--- config.mk ---
export PLATFORM = sky130hd
export DESIGN_NAME = core_wb_top
export DESIGN_NICKNAME = d
export VERILOG_FILES = /design/src/source/core_pkg.sv /design/src/source/core_wb_if.sv /design/src/source/core_control_writeback.sv /design/src/source/core_cycle_sequencer.sv /design/src/source/core_regfile.sv /design/src/source/core_wb_top.sv
export VERILOG_INCLUDE_DIRS = /design/src /design/src/include
export SDC_FILE = /design/constraint.sdc
export NUM_CORES = 1
export LEC_CHECK = 0
export BUFFER_PORTS_ARGS = -buffer_cell sky130_fd_sc_hd__buf_2
export CORE_UTILIZATION = 60
export CTS_CLUSTER_DIAMETER = 50
export DETAILED_ROUTE_END_ITERATION = 8
export PLACE_DENSITY_LB_ADDON = 0.2
export SLEW_MARGIN = 30
export SYNTH_ARGS = -nofsm -noshare
export SYNTH_HDL_FRONTEND = slang
export SYNTH_HIERARCHICAL = 1
export SYNTH_SLANG_ARGS = --single-unit
--- constraint.sdc ---
create_clock -name clk -period 3.8 [get_ports clk]
set_input_delay 0.38 -clock clk [delete_from_list [all_inputs] [get_ports clk]]
set_output_delay 0.38 -clock clk [all_outputs]
set_load 0.01 [all_outputs]
--- src/include/core_settings.svh ---
`ifndef CORE_SETTINGS_SVH
`define CORE_SETTINGS_SVH

// Architectural register numbers
`define R14 4'd14 // Link register
`define R15 4'd15 // Program counter

// Size of the general register file
`define CORE_NUM_REGS 16

// Program counter value out of reset
`define CORE_VECTOR_RESET 32'h0000_0000

// Exception entry loads the program counter from the vector input

`endif

--- src/source/core_pkg.sv ---
package core_pkg;

	// ~~~~~~~~~~~~~~~~~~~~~~~~~~~~~~~~~~~~~~~~~~~~~~~~~~~~~~~~~~~~~~~~~~~~
	// Basic datapath types
	// ~~~~~~~~~~~~~~~~~~~~~~~~~~~~~~~~~~~~~~~~~~~~~~~~~~~~~~~~~~~~~~~~~~~~

	typedef logic [31:0] word;
	typedef logic [3:0]  reg_num;

	typedef struct packed {
		logic n;
		logic z;
		logic c;
		logic v;
	} psr_flags;

	// One entry per control cycle of an instruction
	typedef enum logic [2:0] {
		ISSUE,
		TRANSFER,       // Memory access
		BASE_WRITEBACK,
		MUL,            // Low half or short multiply
		MUL_HI_WB,      // High half of long multiply
		EXCEPTION
	} ctrl_cycle;

	typedef struct packed {
		reg_num rd;
		reg_num ra;           // Base register
		reg_num rd_hi;
		logic   writeback;
		logic   update_flags;
		logic   is_mem;
		logic   mem_write;
		logic   base_wb;
		logic   is_mul;
		logic   mul_long;
	} insn_decode;

endpackage

--- src/source/core_wb_if.sv ---
`timescale 1ns/1ps

interface core_wb_if;
	import core_pkg::*;

	reg_num   rd;
	logic     writeback;
	word      wr_value;
	logic     update_flags;
	psr_flags wb_alu_flags; // Registered copy of the ALU flags

	modport ctrl (
		output rd,
		output writeback,
		output wr_value,
		output update_flags,
		output wb_alu_flags
	);

	modport rf (
		input rd,
		input writeback,
		input wr_value,
		input update_flags,
		input wb_alu_flags
	);
endinterface

--- src/source/core_control_writeback.sv ---
`timescale 1ns/1ps
`include "core_settings.svh"

module core_control_writeback (
	input  logic                 clk,
	input  logic                 arst_n,
	input  core_pkg::insn_decode dec_q,
	input  core_pkg::ctrl_cycle  cycle,
	input  core_pkg::ctrl_cycle  next_cycle,
	input  logic                 issue,
	input  core_pkg::word        q_alu,
	input  core_pkg::psr_flags   alu_flags,
	input  core_pkg::word        mem_data_rd,
	input  core_pkg::word        mul_q_lo,
	input  core_pkg::word        mul_q_hi,
	input  core_pkg::word        vector,
	input  logic                 mem_ready,
	core_wb_if.ctrl              wb
);
	import core_pkg::*;

	reg_num last_rd;
	reg_num final_rd;
	logic   final_writeback;
	logic   final_update_flags;
	logic   capture_base;
	word    saved_base;

	logic   issue_taken;
	logic   write_now;
	reg_num dest;

	assign issue_taken = (cycle == ISSUE) && issue;

	// ~~~~~~~~~~~~~~~~~~~~~~~~~~~~~~~~~~~~~~~~~~~~~~~~~~~~~~~~~~~~~~~~~~~~
	// Current cycle picks strobe, destination and value
	// ~~~~~~~~~~~~~~~~~~~~~~~~~~~~~~~~~~~~~~~~~~~~~~~~~~~~~~~~~~~~~~~~~~~~

	always_comb begin
		write_now   = 1'b0;
		dest        = dec_q.rd;
		wb.wr_value = q_alu;
		unique case (cycle)
			ISSUE:
				write_now = final_writeback && dec_q.writeback; // ALU result
			TRANSFER: begin
				write_now   = mem_ready && !dec_q.mem_write; // Load data only
				wb.wr_value = mem_data_rd;
			end
			MUL: begin
				write_now   = 1'b1;
				wb.wr_value = mul_q_lo;
			end
			BASE_WRITEBACK: begin
				write_now   = 1'b1;
				dest        = final_rd;
				wb.wr_value = saved_base;
			end
			MUL_HI_WB: begin
				write_now   = 1'b1;
				dest        = final_rd;
				wb.wr_value = mul_q_hi;
			end
			EXCEPTION: begin
				write_now   = 1'b1;
				dest        = final_rd;
				wb.wr_value = vector;
			end
		endcase

		wb.writeback = write_now;
		wb.rd        = write_now ? dest : last_rd; // Hold when idle
	end

	// ~~~~~~~~~~~~~~~~~~~~~~~~~~~~~~~~~~~~~~~~~~~~~~~~~~~~~~~~~~~~~~~~~~~~
	// Next cycle picks the registered destination
	// ~~~~~~~~~~~~~~~~~~~~~~~~~~~~~~~~~~~~~~~~~~~~~~~~~~~~~~~~~~~~~~~~~~~~

	always_ff @(posedge clk or negedge arst_n) begin
		if (!arst_n) begin
			last_rd            <= '0;
			final_rd           <= '0;
			final_writeback    <= 1'b0;
			final_update_flags <= 1'b0;
			capture_base       <= 1'b0;
			wb.update_flags    <= 1'b0;
		end else begin
			last_rd            <= wb.rd;
			final_writeback    <= issue_taken && (next_cycle == ISSUE);
			final_update_flags <= issue_taken && (next_cycle != EXCEPTION);
			capture_base       <= issue_taken && (next_cycle == TRANSFER);
			wb.update_flags    <= final_update_flags && dec_q.update_flags;

			case (next_cycle)
				BASE_WRITEBACK: final_rd <= dec_q.ra;
				MUL_HI_WB:      final_rd <= dec_q.rd_hi;
				EXCEPTION:      final_rd <= `R15;
				default:        final_rd <= final_rd;
			endcase
		end
	end

	always_ff @(posedge clk) begin
		wb.wb_alu_flags <= alu_flags; // Flags land one edge after rd
		if (capture_base)
			saved_base <= q_alu; // Address from the ALU
	end

	a_exc_pc: assert property (
		@(posedge clk) disable iff (!arst_n)
		(issue_taken && next_cycle == EXCEPTION) |=> (wb.writeback && wb.rd == `R15)
	) else $error("exception entry did not write R15");

endmodule

--- src/source/core_cycle_sequencer.sv ---
`timescale 1ns/1ps
`include "core_settings.svh"

module core_cycle_sequencer (
	input  logic                 clk,
	input  logic                 arst_n,
	input  logic                 issue,
	input  core_pkg::insn_decode dec,
	input  logic                 exception,
	input  logic                 mem_ready,
	output core_pkg::ctrl_cycle  cycle,
	output core_pkg::ctrl_cycle  next_cycle,
	output core_pkg::insn_decode dec_q,
	output logic                 busy
);
	import core_pkg::*;

	logic issue_taken;

	assign issue_taken = (cycle == ISSUE) && issue;
	assign busy = (cycle != ISSUE);

	// ~~~~~~~~~~~~~~~~~~~~~~~~~~~~~~~~~~~~~~~~~~~~~~~~~~~~~~~~~~~~~~~~~~~~
	// Next control cycle
	// ~~~~~~~~~~~~~~~~~~~~~~~~~~~~~~~~~~~~~~~~~~~~~~~~~~~~~~~~~~~~~~~~~~~~

	always_comb begin
		next_cycle = cycle;
		unique case (cycle)
			ISSUE: begin
				if (issue) begin
					if (exception)
						next_cycle = EXCEPTION; // Instruction is not executed
					else if (dec.is_mem)
						next_cycle = TRANSFER;
					else if (dec.is_mul)
						next_cycle = MUL;
					else
						next_cycle = ISSUE; // Plain ALU op
				end
			end

			TRANSFER: begin
				if (mem_ready)
					next_cycle = dec_q.base_wb ? BASE_WRITEBACK : ISSUE;
			end

			MUL:
				next_cycle = dec_q.mul_long ? MUL_HI_WB : ISSUE;

			BASE_WRITEBACK, MUL_HI_WB, EXCEPTION:
				next_cycle = ISSUE;
		endcase
	end

	always_ff @(posedge clk or negedge arst_n) begin
		if (!arst_n) begin
			cycle <= ISSUE;
		end else begin
			cycle <= next_cycle;
		end
	end

	// Decode stays stable for all later cycles of the instruction
	always_ff @(posedge clk or negedge arst_n) begin
		if (!arst_n) begin
			dec_q <= '0;
		end else if (issue_taken) begin
			dec_q <= dec;
		end
	end

	// Memory owns the exit from TRANSFER
	a_transfer_hold: assert property (
		@(posedge clk) disable iff (!arst_n)
		(cycle == TRANSFER && !mem_ready) |=> (cycle == TRANSFER)
	) else $error("sequencer left TRANSFER without mem_ready");

endmodule

--- src/source/core_regfile.sv ---
`timescale 1ns/1ps
`include "core_settings.svh"

module core_regfile (
	input  logic               clk,
	input  logic               arst_n,
	input  core_pkg::reg_num   rd_addr,
	core_wb_if.rf              wb,
	output core_pkg::word      rd_data,
	output core_pkg::psr_flags flags
);
	import core_pkg::*;

	word regs [`CORE_NUM_REGS];

	// ~~~~~~~~~~~~~~~~~~~~~~~~~~~~~~~~~~~~~~~~~~~~~~~~~~~~~~~~~~~~~~~~~~~~
	// General registers
	// ~~~~~~~~~~~~~~~~~~~~~~~~~~~~~~~~~~~~~~~~~~~~~~~~~~~~~~~~~~~~~~~~~~~~

	always_ff @(posedge clk or negedge arst_n) begin
		if (!arst_n) begin
			for (int i = 0; i < `CORE_NUM_REGS; i++) begin
				regs[i] <= '0;
			end
			regs[`R15] <= `CORE_VECTOR_RESET; // PC starts at reset vector
		end else if (wb.writeback) begin
			regs[wb.rd] <= wb.wr_value;
		end
	end

	// Asynchronous read port
	assign rd_data = regs[rd_addr];

	// ~~~~~~~~~~~~~~~~~~~~~~~~~~~~~~~~~~~~~~~~~~~~~~~~~~~~~~~~~~~~~~~~~~~~
	// Condition flags
	// ~~~~~~~~~~~~~~~~~~~~~~~~~~~~~~~~~~~~~~~~~~~~~~~~~~~~~~~~~~~~~~~~~~~~

	always_ff @(posedge clk or negedge arst_n) begin
		if (!arst_n) begin
			flags <= '0;
		end else if (wb.update_flags) begin
			flags <= wb.wb_alu_flags; // NZCV only
		end
	end

endmodule

--- src/source/core_wb_top.sv ---
`timescale 1ns/1ps

module core_wb_top (
	input  logic               clk,
	input  logic               arst_n,
	input  logic               issue,
	input  core_pkg::reg_num   dec_rd,
	input  core_pkg::reg_num   dec_ra,
	input  core_pkg::reg_num   dec_rd_hi,
	input  logic               dec_writeback,
	input  logic               dec_update_flags,
	input  logic               dec_is_mem,
	input  logic               dec_mem_write,
	input  logic               dec_base_wb,
	input  logic               dec_is_mul,
	input  logic               dec_mul_long,
	input  logic               exception,
	input  core_pkg::word      q_alu,
	input  core_pkg::psr_flags alu_flags,
	input  logic               mem_ready,
	input  core_pkg::word      mem_data_rd,
	input  core_pkg::word      mul_q_lo,
	input  core_pkg::word      mul_q_hi,
	input  core_pkg::word      vector,
	input  core_pkg::reg_num   rd_addr,
	output logic               busy,
	output core_pkg::word      rd_data,
	output core_pkg::psr_flags flags,
	output logic               wb_en,
	output core_pkg::reg_num   wb_rd,
	output core_pkg::word      wb_value
);
	import core_pkg::*;

	insn_decode dec;
	insn_decode dec_q;
	ctrl_cycle  cycle;
	ctrl_cycle  next_cycle;

	core_wb_if wb ();

	assign dec = '{
		rd:           dec_rd,
		ra:           dec_ra,
		rd_hi:        dec_rd_hi,
		writeback:    dec_writeback,
		update_flags: dec_update_flags,
		is_mem:       dec_is_mem,
		mem_write:    dec_mem_write,
		base_wb:      dec_base_wb,
		is_mul:       dec_is_mul,
		mul_long:     dec_mul_long
	};

	core_cycle_sequencer u_sequencer (
		.clk        (clk),
		.arst_n     (arst_n),
		.issue      (issue),
		.dec        (dec),
		.exception  (exception),
		.mem_ready  (mem_ready),
		.cycle      (cycle),
		.next_cycle (next_cycle),
		.dec_q      (dec_q),
		.busy       (busy)
	);

	core_control_writeback u_control_writeback (
		.clk         (clk),
		.arst_n      (arst_n),
		.dec_q       (dec_q),
		.cycle       (cycle),
		.next_cycle  (next_cycle),
		.issue       (issue),
		.q_alu       (q_alu),
		.alu_flags   (alu_flags),
		.mem_data_rd (mem_data_rd),
		.mul_q_lo    (mul_q_lo),
		.mul_q_hi    (mul_q_hi),
		.vector      (vector),
		.mem_ready   (mem_ready),
		.wb          (wb)
	);

	core_regfile u_regfile (
		.clk     (clk),
		.arst_n  (arst_n),
		.rd_addr (rd_addr),
		.wb      (wb),
		.rd_data (rd_data),
		.flags   (flags)
	);

	// Write bus visible at the top for checking
	assign wb_en    = wb.writeback;
	assign wb_rd    = wb.rd;
	assign wb_value = wb.wr_value;

endmodule
== After elaboration in Yosys (flattened, before gate mapping) ==
Cells that the tools add are included.

* Shift operators: 0
* Bitwise logic cells: 2
* Equality and inequality tests: 10
* Divide/modulo/power cells: 0
* Multiply operators: 0
* Magnitude comparators: 3
* Reductions and logical operators: 15
* $add $sub $neg: 0
* Mux-type cells: 19

{| class="wikitable"
|+ Operators by type and width
! operator !! number
|-
| $bwmux 512 || 1
|-
| $pmux 32 s5 || 1
|-
| $bmux 32 s4 || 1
|-
| $demux 32 s4 || 1
|-
| $mux 32 || 3
|-
| $mux 3 || 5
|-
| $eq 3x3->1 const B || 4
|-
| $pmux 3 s4 || 1
|-
| $pmux 4 s3 || 1
|-
| $ge 5x5->1 const B || 2
|-
| $not 4->5 || 2
|-
| $eq 3x2->1 const B || 3
|-
| $logic_and 1x1->1 || 8
|-
| $mux 4 || 2
|-
| $eq 3x1->1 const B || 2
|-
| $logic_not 3->1 || 2
|-
| $reduce_bool 3->1 || 2
|-
| $lt 5x1->1 const B || 1
|-
| $mux 2 || 2
|-
| $reduce_or 4->1 || 1
|-
| $ne 3x3->1 const B || 1
|-
| $pmux 1 s3 || 1
|-
| $reduce_or 3->1 || 1
|-
| $logic_not 1->1 || 1
|}

* Flip-flop bits (word level): 584
* Word-level logic and storage cells: 89
* Input port bits: 192
* Memories: 0
* Output and inout bits: 74
* Latch bits: 0
* RAM bits: 0
* Memory bits (read-only): 0

== Longest topological paths before layout ==
Gate-level depths: netlist of the first run.

* Word-level depth: 10
* Depth in mapped cells: 11
* Mapped depth without buffers: 6

== Modules after synthesis ==
Netlist of the first run, hierarchy kept.

{| class="wikitable"
|+ Modules (own cells, without submodules)
! module !! cells an instance !! area an instance (µm²) !! seq. area each (µm²) !! instances
|-
| core_regfile || 1412 || 22919.5 || 12912.4 || 1
|-
| core_control_writeback || 315 || 3326.9 || 1341.3 || 1
|-
| core_cycle_sequencer || 62 || 922.1 || 550.5 || 1
|}

== Least setup slack after synthesis of the first run ==
OpenSTA, ideal clock, no wires.

* Path type: register to register
* Start: reg u_sequencer.cycle[0]
* End: reg u_regfile/regs[257] (netlist name)
* Cell stages (with the launch flop): 11
* Buffers on the path: 4
* Required time: 3.675 ns
* Clock period less this slack: 3.220 ns
* Library setup time: 0.125 ns
* Arrival: 3.095 ns
* Setup slack: 0.580 ns
* Cell sequence: dfrtp_1 -> buf_6 -> buf_4 -> buf_2 -> nor3b_1 -> o21ai_0 -> a31oi_1 -> nand2_1 -> nor3_1 -> buf_2 -> mux2_2

* Word-level cells in the longest chain between the ends: 10
* Elaborated cells between the ends (all ways): 19
* Those cells by class: order compare: 2; eq/ne: 5; mux: 7; bitwise: 1; reduce/logical: 4

{| class="wikitable"
|+ Ends and longest elaborated chain
! element !! RTL line !! source
|-
| from (decl) || core_cycle_sequencer.sv:11 || <nowiki>output core_pkg::ctrl_cycle cycle,</nowiki>
|-
| from (signal assigned) || core_cycle_sequencer.sv:60 || <nowiki>cycle <= next_cycle;</nowiki>
|-
| $eq 3x2->1 or $eq 3x3->1 (tied branches) || core_control_writeback.sv:43 || <nowiki>unique case (cycle)</nowiki>
|-
| $reduce_or 4->1 (no source line) or $reduce_or 3->1 (tied branches) || -- ||
|-
| $pmux 1 s3 or $mux 4 (tied branches) || core_control_writeback.sv:43 ||
|-
| $mux 4 * || core_control_writeback.sv:72 || <nowiki>wb.rd = write_now ? dest : last_rd;</nowiki>
|-
| via wb_rd[2] || core_wb_top.sv:30 || <nowiki>output core_pkg::reg_num wb_rd,</nowiki>
|-
| $not 4->5 (not written as such) * || core_regfile.sv:27 || <nowiki>regs[wb.rd] <= wb.wr_value;</nowiki>
|-
| $ge 5x5->1 (not written as such) or $lt 5x1->1 (tied branches) || core_regfile.sv:27 ||
|-
| $logic_and 1x1->1 (not written as such) || core_regfile.sv:27 ||
|-
| $mux 32 (not written as such) || core_regfile.sv:27 ||
|-
| $demux 32 s4 * || core_regfile.sv:27 ||
|-
| $bwmux 512 * || core_regfile.sv:27 ||
|-
| to (signal, indexed assignment) || core_regfile.sv:25 || <nowiki>regs[`R15] <= `CORE_VECTOR_RESET;</nowiki>
|-
| to (signal, indexed assignment) || core_regfile.sv:27 ||
|-
| to (decl) || core_regfile.sv:14 || <nowiki>word regs [`CORE_NUM_REGS];</nowiki>
|}

The timed path passes the listed nets; every way through them passes the cells marked *.
A chain may end at the register's enable or synchronous reset.

== Worst setup path after layout of the first run ==
* Start: reg u_sequencer.cycle[1]
* End: reg u_regfile/regs[454] (netlist name)

* Word-level cells in the longest chain between the ends: 10
* Elaborated cells between the ends (all ways): 19
* Those cells by class: order compare: 2; eq/ne: 5; mux: 7; bitwise: 1; reduce/logical: 4

{| class="wikitable"
|+ Ends and longest elaborated chain
! element !! RTL line
|-
| $eq 3x2->1 or $eq 3x3->1 (tied branches) || core_control_writeback.sv:43
|-
| $reduce_or 4->1 (no source line) or $reduce_or 3->1 (tied branches) || --
|-
| $pmux 1 s3 or $mux 4 (tied branches) || core_control_writeback.sv:43
|-
| $mux 4 || core_control_writeback.sv:72
|-
| $not 4->5 (not written as such) || core_regfile.sv:27
|-
| $ge 5x5->1 (not written as such) or $lt 5x1->1 (tied branches) || core_regfile.sv:27
|-
| $logic_and 1x1->1 (not written as such) || core_regfile.sv:27
|-
| $mux 32 (not written as such) || core_regfile.sv:27
|-
| $demux 32 s4 || core_regfile.sv:27
|-
| $bwmux 512 || core_regfile.sv:27
|}

Parallel ways exist; a longest one is shown, timed or not.

==> results of run 1 <==
[registers in the layout (all words and copies together), names as in the netlist]
signal,flops
u_regfile/regs,512
u_control_writeback/saved_base,32
u_sequencer/dec_q,17
u_control_writeback/final_rd,4
u_control_writeback/last_rd,4
u_control_writeback/wb.wb_alu_flags,4
u_regfile/flags,4
u_sequencer/cycle,3
u_control_writeback/capture_base,1
u_control_writeback/final_update_flags,1
u_control_writeback/final_writeback,1
u_control_writeback/wb.update_flags,1
[cell type report]
| type | count | area, µm² |
|---|---|---|
| fillers | 2896 | 12500 |
| repair buffers | 407 | 2710 |
| well taps | 592 | 741 |
| inverters | 17 | 63.8 |
| flip-flops and latches | 584 | 14800 |
| clock inverters | 28 | 235 |
| clock buffers | 82 | 1750 |
| multi-input cells | 1019 | 11600 |
[placed cells by master, fill, tap and decap left out, types with 4 or more instances in the layout]
cell,instances
buf_2,262
nor3_2,6
nand2_1,35
a31oi_1,7
mux4_2,128
o221ai_1,35
dfxtp_1,4
a2bb2oi_1,16
dfrtp_1,545
mux2_1,11
mux2_2,537
clkinv_2,16
nand3_1,7
nand2b_1,23
clkbuf_1,7
nor2_4,7
edfxtp_1,32
a21oi_1,19
inv_1,17
a211o_1,19
clkbuf_16,61
a2111oi_0,4
buf_4,77
o21ai_0,8
buf_12,13
dlygate4sd3_1,52
a22oi_1,93
clkbuf_8,15
mux2i_1,22
[metrics by stage]
| step | instance area (µm²) | hold slack, ns | power [W] |
|---|---|---|---|
| after global routing | 31900 | 0.0242 | 0.0282 |
| after floorplan | 27100 | 0.0844 | 0.0172 |
| after global placement | 29400 | 0.375 | 0.0204 |
| final | 31900 | 0.0262 | 0.0269 |
| after detailed placement | 29400 | 0.381 | 0.0210 |
| after CTS | 31900 | 0.00133 | 0.0270 |
[timing repair]
item | in CTS | in global routing
hold buffers | 52 | 0
endpoints found under the setup margin | 0 | 1
hold endpoints to repair | 117 | 0
gates resized for setup | 0 | 2
buffers inserted | 0 | 0
[power by group]
group	switching (W)	internal [W]	total, W
Clock	0.00244	0.00341	0.00585
Combinational	0.00551	0.00530	0.0108
Sequential	0.00132	0.00894	0.0103
Total	0.00928	0.0176	0.0269
[metal layers]
layer  wire length (µm)  track usage [%]  vias up
met5                  0                0        -
met1              28600             41.6     9206
met4               2060             10.8        0
met3               3620             4.28      146
met2              34800             51.2      615
li1                   -                -     7372
[worst min path at each step]
stage,cells past startpoint,slack [ns],startpoint,endpoint
2_1_floorplan,0,0.08,arst_n,u_control_writeback/capture_base$_DFF_PN0_
3_3_place_gp,1,0.38,arst_n,u_regfile/flags[0]$_DFFE_PN0P_
3_5_place_dp,1,0.38,arst_n,u_regfile/flags[1]$_DFFE_PN0P_
4_1_cts,2,0.001,dec_rd[1],u_sequencer/dec_q[16]$_DFFE_PN0P_
5_1_grt,2,0.02,dec_rd[1],u_sequencer/dec_q[16]$_DFFE_PN0P_
6_report,2,0.03,dec_rd[1],u_sequencer/dec_q[16]$_DFFE_PN0P_
==> impl_results.md, run 1 <==
* First-pass GRT wire length at about 110 mm
* Tmin final at 3.57 ns
* Critical path peak fanout at 32
* Slowest cell on crit path: or3_2
* Worst-case clock buffer depth at 3
* P per Cell Area at 845 nW/µm²
* Slew headroom at 30.8%
* Drt drc at 0
* Die X at roughly 210 µm
* Core Footprint at 44400 µm²
* Cell family with most CP delay: simple AND/OR/NAND/NOR gates
* Top Ports at roughly 270
* Hpwl dp at 42.4 mm
* Gpl congestion at ~0.89
* Via density at between 6 and 7
* P_leak at approximately 14 nW
* Area Overhead vs Synth at 17.7%
* # rows at just under 80
* CP Depth at 6
* Final Util at 71.8%
* DRT Pass-1 Iters at 7
* Max Cap Viol at 0
* Syn. warnings at 6
* CP max stage delay at roughly 0.92 ns
* Routed Antenna Nets at 0
* Worst-Skew Late Latency at roughly 0.62 ns
* Largest net degree at the start of global routing at approximately 110
* Clk pin slew, worst setup/hold paths at 0.06 ns
* Worst slew pin tran at ~1.0 ns
* Final Max Slew Viols at 0
* Inserted Clock Buffers at 59
* Synthesized Nets at 1977
* Synth Instances at between 1.5k and 2k
* Crit Path Class: flip-flop to flip-flop
* WP data arrival at about 4 ns
* CP Launch Point: u_sequencer/cycle[1]$_DFF_PN0_
* Total grt overflow at 0
* Starting DRC count in detailed routing at 1444
* Vias post-DR at roughly 17k
* Worst R2R End: u_regfile/regs[454]$_DFFE_PN0P_
* Mapped Avg Cell Area at ~15 µm²
* Crit path buf inv count at 0
* N_diodes at 0
* Mapped Area at about 27000 µm²
* Final Non-Filler Cells at about 2.7k
* Pre-CTS setup slack at ~0.27 ns
* Nets at 2280
* H-Tree Level Count at 2
* Final Skew at around 0.023 ns
* Setup_tns at 0 ns
* Per-cell routed wire length at roughly 25 µm
* GRT Total Usage at a little under a third
* Post-Route WL at 69.1 mm
* Final period util at a little over nine tenths
* Share of layout cells above drive strength 1 at around 54%
* Setup slack, reg-to-reg at ~0.23 ns
* Vias in the first global route at 18.6k
* Antenna violations before repair at 0
* Die height at approximately 210 µm
* Worst Setup EP: u_regfile/regs[454]$_DFFE_PN0P_
* Sinks on Clock Net at between 500 and 600
* Min-Delay Path Class: input pin to flip-flop
* Worst IR Drop VDD at around 0.48 mV
* Final hold violation count at 0
* Initial Util at between 60% and 70%
* Cells traversed along the worst timing path: nor4bb_1 > a2111oi_0 > a31oi_1 > nand2b_1 > or3_2 > mux2_1
* Final worst slack at roughly 0.23 ns
* Port buffer count at between 200 and 300
* Worst Setup End Kind: flip-flop
* Max Freq at roughly 280 MHz
* Setup repair after global routing missed its margin: false
* Cells after DPL at ~2.6k
* Full die area at 46000 µm²
* CTS tree: yes
* Reg2Reg Depth at 6
* Startpoint types: flip-flop
* R2r startpoint: u_sequencer/cycle[1]$_DFF_PN0_
* Req. time, crit path at 4.29 ns
* # setup viols final at 0
* Root buffer cell: clkbuf_16
* Run status: finished, final reports clean
No activity file was read; power rests on OpenSTA's default activity.
==> run 2: changes to the inputs <==
Settings changed: BUFFER_PORTS_ARGS -buffer_cell sky130_fd_sc_hd__buf_2 to -buffer_cell sky130_fd_sc_hd__clkbuf_2, CORE_UTILIZATION 60 to 50.
==> run 2 against run 1 <==
- critical path depth down 1
- sequential power is essentially flat
- worst setup slack worse by 0.074 ns
- die area up 20%
- first-iteration DRC count fell by 17%
- hold slack improved by 0.022 ns
- global-route usage is 4.5 points lower
- utilization down 11 points
- combinational power barely moved
- clock skew decreased by 0.011 ns
- count of clock-buffer cells in the layout up 5
- non-clock buffer count rose by 6
- critical endpoint is now wb_value[13]
- largest cell class unchanged
==> impl_results.md, run 2 (same netlist as run 1, synthesis figures left out) <==
* Vias in the first global route at 18.3k (was 18.6k)
* WP data arrival at 3.26 ns (was 4.05 ns)
* Largest register by flop count: u_regfile/regs (unchanged)
* Full die area at 55100 µm² (was 46000 µm²)
* Hpwl dp at 45.1 mm (was 42.4 mm)
* Top Ports at 266 (unchanged)
* Per-cell routed wire length at 24.9 µm (was 25.3 µm)
* Hold Crit Depth at 2 (unchanged)
* Met2 Use GR at 43.5% (was 51.2%)
* GR Util met3 at 3.81% (was 4.28%)
* Post-Route WL at 70.6 mm (was 69.1 mm)
* Gpl congestion at 0.899 (was 0.895)
* Gr busiest metal: met2 (unchanged)
* Most frequent cells in the layout: dfrtp_1 (545), mux2_2 (537), clkbuf_2 (262), mux4_2 (128), a22oi_1 (93) (was dfrtp_1 (545), mux2_2 (537), buf_2 (262), mux4_2 (128), a22oi_1 (93))
* Total grt overflow at 0 (unchanged)
* Commonest non-fill, non-tap cell in the layout: dfrtp_1 (unchanged)
* Hold endpoint: u_sequencer/dec_q[5]$_DFFE_PN0P_ (was u_sequencer/dec_q[16]$_DFFE_PN0P_)
* Min-Delay Path Class: input pin to flip-flop (unchanged)
* Antenna violations before repair at 0 (unchanged)
* Starting DRC count in detailed routing at 1205 (was 1444)
* Crit path buf inv count at 2 (was 0)
* P per Cell Area at 844 nW/µm² (was 845 nW/µm²)
* Core Footprint at 53100 µm² (was 44400 µm²)
* # setup viols final at 0 (unchanged)
* Final Max Slew Viols at 0 (unchanged)
* Worst slew pin tran at 1.03 ns (about the same)
* # rows at 84 (was 77)
* Slew headroom at 30.9% (was 30.8%)
* CP max stage delay at 0.59 ns (was 0.92 ns)
* N_diodes at 0 (unchanged)
* CTS tree: yes (unchanged)
* Drt drc at 0 (unchanged)
* Number of flip-flops in the largest register at 512 (unchanged)
* Largest registers: u_regfile/regs: 512 flops, u_control_writeback/saved_base: 32 flops, u_sequencer/dec_q: 17 flops (unchanged)
* Initial Util at 51.1% (was 61.0%)
* Clock group share of total power at 22.8% (was 21.7%)
* Post-CTS setup buffer count at 0 (unchanged)
* Cells traversed along the worst timing path: buf_4 > or2_1 > o221ai_1 > a2bb2oi_2 > clkbuf_2 (was nor4bb_1 > a2111oi_0 > a31oi_1 > nand2b_1 > or3_2 > mux2_1)
* Vias post-DR at 17.1k (was 17.3k)
* Inserted Clock Buffers at 61 (was 59)
* Final period util at 95.8% (was 93.9%)
* P_leak at 14.4 nW (was 14.3 nW)
* Int Pwr at 0.0179 W (was 0.0176 W)
* Via density at 6.04 (was 6.35)
* Sinks on Clock Net at 584 (unchanged)
* Root buffer cell: clkbuf_16 (unchanged)
* Hold Crit Start: dec_update_flags (was dec_rd[1])
* Final Skew at 0.0119 ns (was 0.0229 ns)
* Pre-CTS setup slack at 0.310 ns (was 0.270 ns)
* Setup_tns at 0 ns (unchanged)
* Routed Antenna Nets at 0 (unchanged)
* Worst-case clock buffer depth at 3 (unchanged)
* Port buffer count at 265 (unchanged)
* WHS at 0.0481 ns (was 0.0262 ns)
* R2r startpoint: u_sequencer/cycle[1]$_DFF_PN0_ (unchanged)
* Worst Setup End Kind: output port (was flip-flop)
* Nets at 2288 (was 2280)
* Sw power at 0.00928 W (about the same)
* Die X at 235 µm (was 215 µm)
* Cell family with most CP delay: compound AO/OA/AOI/OAI gates (was simple AND/OR/NAND/NOR gates)
* Tmin final at 3.64 ns (was 3.57 ns)
* Final hold violation count at 0 (unchanged)
* Worst-Skew Late Latency at 0.62 ns (about the same)
* Run status: finished, final reports clean (unchanged)
* GRT Total Usage at 26.2% (was 30.7%)
* Max Cap Viol at 0 (unchanged)
* Final Util at 60.7% (was 71.8%)
* Area Overhead vs Synth at 18.9% (was 17.7%)
* Setup slack, reg-to-reg at 0.36 ns (was 0.23 ns)
* Req. time, crit path at 3.42 ns (was 4.29 ns)
* Setup repair after global routing missed its margin: false (unchanged)
* Die height at 235 µm (was 215 µm)
* Layout fillers at 4031 (was 2896)
* Startpoint types: flip-flop (unchanged)
* Reg2Reg Depth at 7 (was 6)
* Largest net degree at the start of global routing at 92 (was 109)
* Slowest cell on crit path: or2_1 (was or3_2)
* Met1 Use GR at 36.1% (was 41.6%)
* Max Freq at 275 MHz (was 280 MHz)
* Reg power frac at 37.6% (was 38.1%)
* Sw frac at 34.1% (was 34.5%)
* H-Tree Level Count at 2 (unchanged)
* DRT Pass-1 Iters at 5 (was 7)
* Final worst slack at 0.160 ns (was 0.234 ns)
* Critical path peak fanout at 50 (was 32)
* Crit Path Class: flip-flop to output port (was flip-flop to flip-flop)
* First-pass GRT wire length at 111 mm (was 108 mm)
* Share of layout cells above drive strength 1 at 54.2% (was 53.9%)
* Logic pwr share at 39.7% (was 40.1%)
* Worst R2R End: u_regfile/regs[506]$_DFFE_PN0P_ (was u_regfile/regs[454]$_DFFE_PN0P_)
* Clk pin slew, worst setup/hold paths at 0.06 ns (about the same)
* Worst IR Drop VDD at 0.455 mV (was 0.482 mV)
[run 2: cell types whose count changed in the layout (fill, tap and decap cells not counted), sizes merged]
cell and change:
buf -257, inv -4, bufinv +2, clkinv -1
dlygate4sd3 +1, clkinvlp +2, clkbuf +267
[run 2: repair_timing]
| item | in CTS | in global routing |
|---|---|---|
| hold buffers | 53 | 0 |
| setup endpoints to repair | 7 | 8 |
| gates resized for setup | 1 | 1 |
| endpoints found under the hold margin | 135 | 0 |
[run 2: layout make-up]
class	count	area (µm²)	area share, %
Clock buffer	87	1840	5.70
Multi-Input combinational cell	1019	11600	36.1
Tap cell	688	861	2.67
Sequential cell	584	14800	45.8
Clock inverter	27	288	0.894
Inverter	17	63.8	0.198
Timing Repair Buffer	413	2760	8.57
[run 2: worst max path at each step]
stage | startpoint | to | slack (ns) | cells after the start
6_report | u_sequencer/cycle[1]$_DFF_PN0_ | wb_value[13] | 0.16 | 5
2_1_floorplan | u_sequencer/cycle[0]$_DFF_PN0_ | u_regfile/regs[257]$_DFFE_PN0P_ | 0.58 | 10
4_1_cts | u_sequencer/cycle[0]$_DFF_PN0_ | wb_value[13] | 0.04 | 5
3_5_place_dp | mem_ready | u_regfile/regs[454]$_DFFE_PN0P_ | 0.31 | 7
5_1_grt | u_sequencer/cycle[1]$_DFF_PN0_ | wb_value[13] | 0.02 | 5
3_3_place_gp | mem_ready | u_regfile/regs[454]$_DFFE_PN0P_ | 0.42 | 7
[run 2: stage by stage]
step / power (W) / instance area, µm² / std cells
floorplan: 0.0172 / 27100 / 1785
global placement: 0.0205 / 29500 / 2668
detailed placement: 0.0210 / 29500 / 2668
CTS: 0.0274 / 32200 / 2835
global route: 0.0287 / 32200 / 2835
finish: 0.0272 / 32200 / 2835
[run 2: power groups by stage]
stage / registers, W / clock network (W) / logic [W]
floorplan: 0.00985 / 0 / 0.00733
global placement: 0.0101 / 0 / 0.0104
detailed placement: 0.0103 / 0 / 0.0107
CTS: 0.0102 / 0.00634 / 0.0108
global route: 0.0105 / 0.00660 / 0.0115
finish: 0.0102 / 0.00619 / 0.0108
[run 2: metal layers]
layer	share of wire, %	vias up
li1	-	7414
met1	43	9173
met2	50	446
met3	4.7	97
met4	2.3	0
met5	0	-
==> run 3: changes to the inputs <==
Settings changed: CORE_UTILIZATION 50 to 30.
==> run 3 against run 2 <==
- register-to-register slack improved by 0.15 ns
- fmax down 1.4%
- flip-flop and latch count stayed put
- global-route usage is 8.5 points lower
- clock power is 7.4% higher
- power is 3.4% higher
- via count hardly changed
- critical path type unchanged
- sequential power barely moved
- hold slack better by 0.0032 ns
- worst setup slack worse by 0.051 ns
- combinational power rose by 4%
==> impl_results.md, run 3 (same netlist as run 1, synthesis figures left out) <==
* Worst R2R End: u_regfile/regs[495]$_DFFE_PN0P_ (was u_regfile/regs[506]$_DFFE_PN0P_)
* Largest register by flop count: u_regfile/regs (unchanged)
* Final Non-Filler Cells at 3329 (was 2835)
* Req. time, crit path at 3.42 ns (about the same)
* Total grt overflow at 0 (unchanged)
* Worst path most repeated cell: buf_4
* Reg2Reg Depth at 7 (unchanged)
* Reg power frac at 36.4% (was 37.6%)
* Drt drc at 0 (unchanged)
* Starting DRC count in detailed routing at 1082 (was 1205)
* Cells after DPL at 3152 (was 2668)
* Critical path peak fanout at 54 (was 50)
* P_leak at 14.6 nW (was 14.4 nW)
* Core Footprint at 88900 µm² (was 53100 µm²)
* Area Overhead vs Synth at 22.3% (was 18.9%)
* Top Ports at 266 (unchanged)
* Max Freq at 271 MHz (was 275 MHz)
* Met2 Use GR at 29.7% (was 43.5%)
* P per Cell Area at 849 nW/µm² (was 844 nW/µm²)
* DRT Pass-1 Iters at 4 (was 5)
* Run status: finished, final reports clean (unchanged)
* Total Power at 0.0281 W (was 0.0272 W)
* Cell family with most CP delay: buffers and inverters (was compound AO/OA/AOI/OAI gates)
* Slew headroom at 43.7% (was 30.9%)
* Worst Setup End Kind: output port (unchanged)
* CP Launch Point: u_sequencer/cycle[2]$_DFF_PN0_ (was u_sequencer/cycle[1]$_DFF_PN0_)
* Final hold violation count at 0 (unchanged)
* Cells traversed along the worst timing path: buf_4 > nor3_1 > a21oi_4 > buf_4 > a2bb2oi_2 > buf_4 > clkbuf_2 (was buf_4 > or2_1 > o221ai_1 > a2bb2oi_2 > clkbuf_2)
* Final worst slack at 0.109 ns (was 0.160 ns)
* Pre-CTS setup slack at 0.472 ns (was 0.310 ns)
* Full die area at 91500 µm² (was 55100 µm²)
* Logic pwr share at 40.0% (was 39.7%)
* Port buffer count at 265 (unchanged)
* Final Max Slew Viols at 0 (unchanged)
* Int Pwr at 0.0183 W (was 0.0179 W)
* Worst slew pin tran at 0.843 ns (was 1.03 ns)
* Largest net degree at the start of global routing at 100 (was 92)
* Inserted Clock Buffers at 70 (was 61)
* Nets at 2304 (was 2288)
* Max Cap Viol at 0 (unchanged)
* Initial Util at 30.5% (was 51.1%)
* Worst IR Drop VDD at 0.359 mV (was 0.455 mV)
* N_diodes at 0 (unchanged)
* CP max stage delay at 0.53 ns (was 0.59 ns)
* Hpwl dp at 51.7 mm (was 45.1 mm)
* Gpl congestion at 0.908 (was 0.899)
* H-Tree Level Count at 3 (was 2)
* Worst Setup EP: wb_value[14] (was wb_value[13])
* Min-Delay Path Class: input pin to flip-flop (unchanged)
* Final Util at 37.3% (was 60.7%)
* # rows at 109 (was 84)
* Clock group share of total power at 23.7% (was 22.8%)
* Met1 Use GR at 23.3% (was 36.1%)
* First-pass GRT wire length at 121 mm (was 111 mm)
* Setup_tns at 0 ns (unchanged)
* CTS tree: yes (unchanged)
* Die height at 303 µm (was 235 µm)
* Number of flip-flops in the largest register at 512 (unchanged)
* Worst-Skew Late Latency at 0.62 ns (about the same)
* Antenna violations before repair at 0 (unchanged)
* Sw frac at 34.9% (was 34.1%)
* Crit Path Class: flip-flop to output port (unchanged)
* Final period util at 97.1% (was 95.8%)
* R2r startpoint: u_sequencer/cycle[1]$_DFF_PN0_ (unchanged)
* Per-cell routed wire length at 24.0 µm (was 24.9 µm)
* Root buffer cell: clkbuf_16 (unchanged)
* Tmin final at 3.69 ns (was 3.64 ns)
* Setup slack, reg-to-reg at 0.51 ns (was 0.36 ns)
* GRT Total Usage at 17.7% (was 26.2%)
* Routed Antenna Nets at 0 (unchanged)
* Largest registers: u_regfile/regs: 512 flops, u_control_writeback/saved_base: 32 flops, u_sequencer/dec_q: 17 flops (unchanged)
* Post-Route WL at 79.9 mm (was 70.6 mm)
* Startpoint types: flip-flop (unchanged)
* Slowest cell on crit path: buf_4 (was or2_1)
* Vias in the first global route at 18.7k (was 18.3k)
* Setup repair after global routing missed its margin: false (unchanged)
* Gr busiest metal: met2 (unchanged)
* Vias post-DR at 17.1k (about the same)
* Worst-case clock buffer depth at 3 (unchanged)
* WP data arrival at 3.31 ns (was 3.26 ns)
* GR Util met3 at 3.09% (was 3.81%)
* Crit path buf inv count at 4 (was 2)
* Sw power at 0.00981 W (was 0.00928 W)
* # setup viols final at 0 (unchanged)
* CP Depth at 7 (was 5)
* Most frequent cells in the layout: dfrtp_1 (545), mux2_2 (537), clkbuf_2 (262), mux4_2 (128), a22oi_1 (93) (unchanged)
* Die X at 303 µm (was 235 µm)
* Via density at 5.15 (was 6.04)
* Final Skew at 0.0244 ns (was 0.0119 ns)
* Share of layout cells above drive strength 1 at 54.6% (was 54.2%)
* Clk pin slew, worst setup/hold paths at 0.06 ns (about the same)
* Commonest non-fill, non-tap cell in the layout: dfrtp_1 (unchanged)
* Sinks on Clock Net at 584 (unchanged)
[run 3: changes by cell type in the layout (fill, tap and decap cells not counted), moves of 2 or more]
cell / change
a2bb2oi_1: -6
o221ai_1: -3
inv_6: +4
clkbuf_8: -8
clkbuf_16: +10
buf_4: +4
o221ai_2: +3
buf_12: +3
clkinvlp_4: +2
clkinv_4: -4
a2bb2oi_2: +5
clkinv_2: -2
clkbuf_1: +8
nor2b_2: -2
[run 3: worst min path at each step]
| stage | end | startpoint | depth (start not counted) |
|---|---|---|---|
| after floorplan | u_control_writeback/capture_base$_DFF_PN0_ | arst_n | 0 |
| after global placement | u_regfile/flags[1]$_DFFE_PN0P_ | u_control_writeback/wb.wb_alu_flags[1]$_DFF_P_ | 1 |
| after detailed placement | u_regfile/regs[97]$_DFFE_PN0P_ | arst_n | 1 |
| after CTS | u_sequencer/dec_q[3]$_DFFE_PN0P_ | dec_mem_write | 2 |
| after global routing | u_sequencer/dec_q[3]$_DFFE_PN0P_ | dec_mem_write | 2 |
| final | u_sequencer/dec_q[3]$_DFFE_PN0P_ | dec_mem_write | 2 |
[run 3: per-layer routing]
| metal | vias up | wire (µm) |
|---|---|---|
| met5 | - | 0 |
| met4 | 0 | 2060 |
| met3 | 114 | 3010 |
| met2 | 346 | 39900 |
| met1 | 9232 | 34900 |
| li1 | 7446 | - |
[run 3: layout make-up]
class	count	area, µm²
clock buffers	97	2010
clock inverters	27	279
fillers	8465	55800
inverters	17	63.8
multi-input cells	1019	11700
flip-flops and latches	584	14800
well taps	1165	1460
repair buffers	420	2850
[run 3: metrics by stage]
step	cell area, µm²	hold WS, ns
6_report	33100	0.0513
3_3_place_gp	30300	0.448
4_1_cts	33100	0.0218
3_5_place_dp	30300	0.446
5_1_grt	33100	0.0403
2_1_floorplan	27100	0.0844
[run 3: timing repair]
| action | 4_1_cts | 5_1_grt |
|---|---|---|
| setup buffers | 0 | 0 |
| hold endpoints to repair | 124 | 0 |
| setup endpoints to repair | 3 | 7 |
| resized for setup | 3 | 3 |
| hold buffers | 53 | 0 |
[run 3: power by group through the flow]
| stage | sequential (W) | combinational (W) | clock, W |
|---|---|---|---|
| 2_1_floorplan | 0.00985 | 0.00733 | 0 |
| 3_3_place_gp | 0.0101 | 0.0110 | 0 |
| 3_5_place_dp | 0.0103 | 0.0113 | 0 |
| 4_1_cts | 0.0102 | 0.0114 | 0.00686 |
| 5_1_grt | 0.0105 | 0.0121 | 0.00711 |
| 6_report | 0.0102 | 0.0112 | 0.00665 |
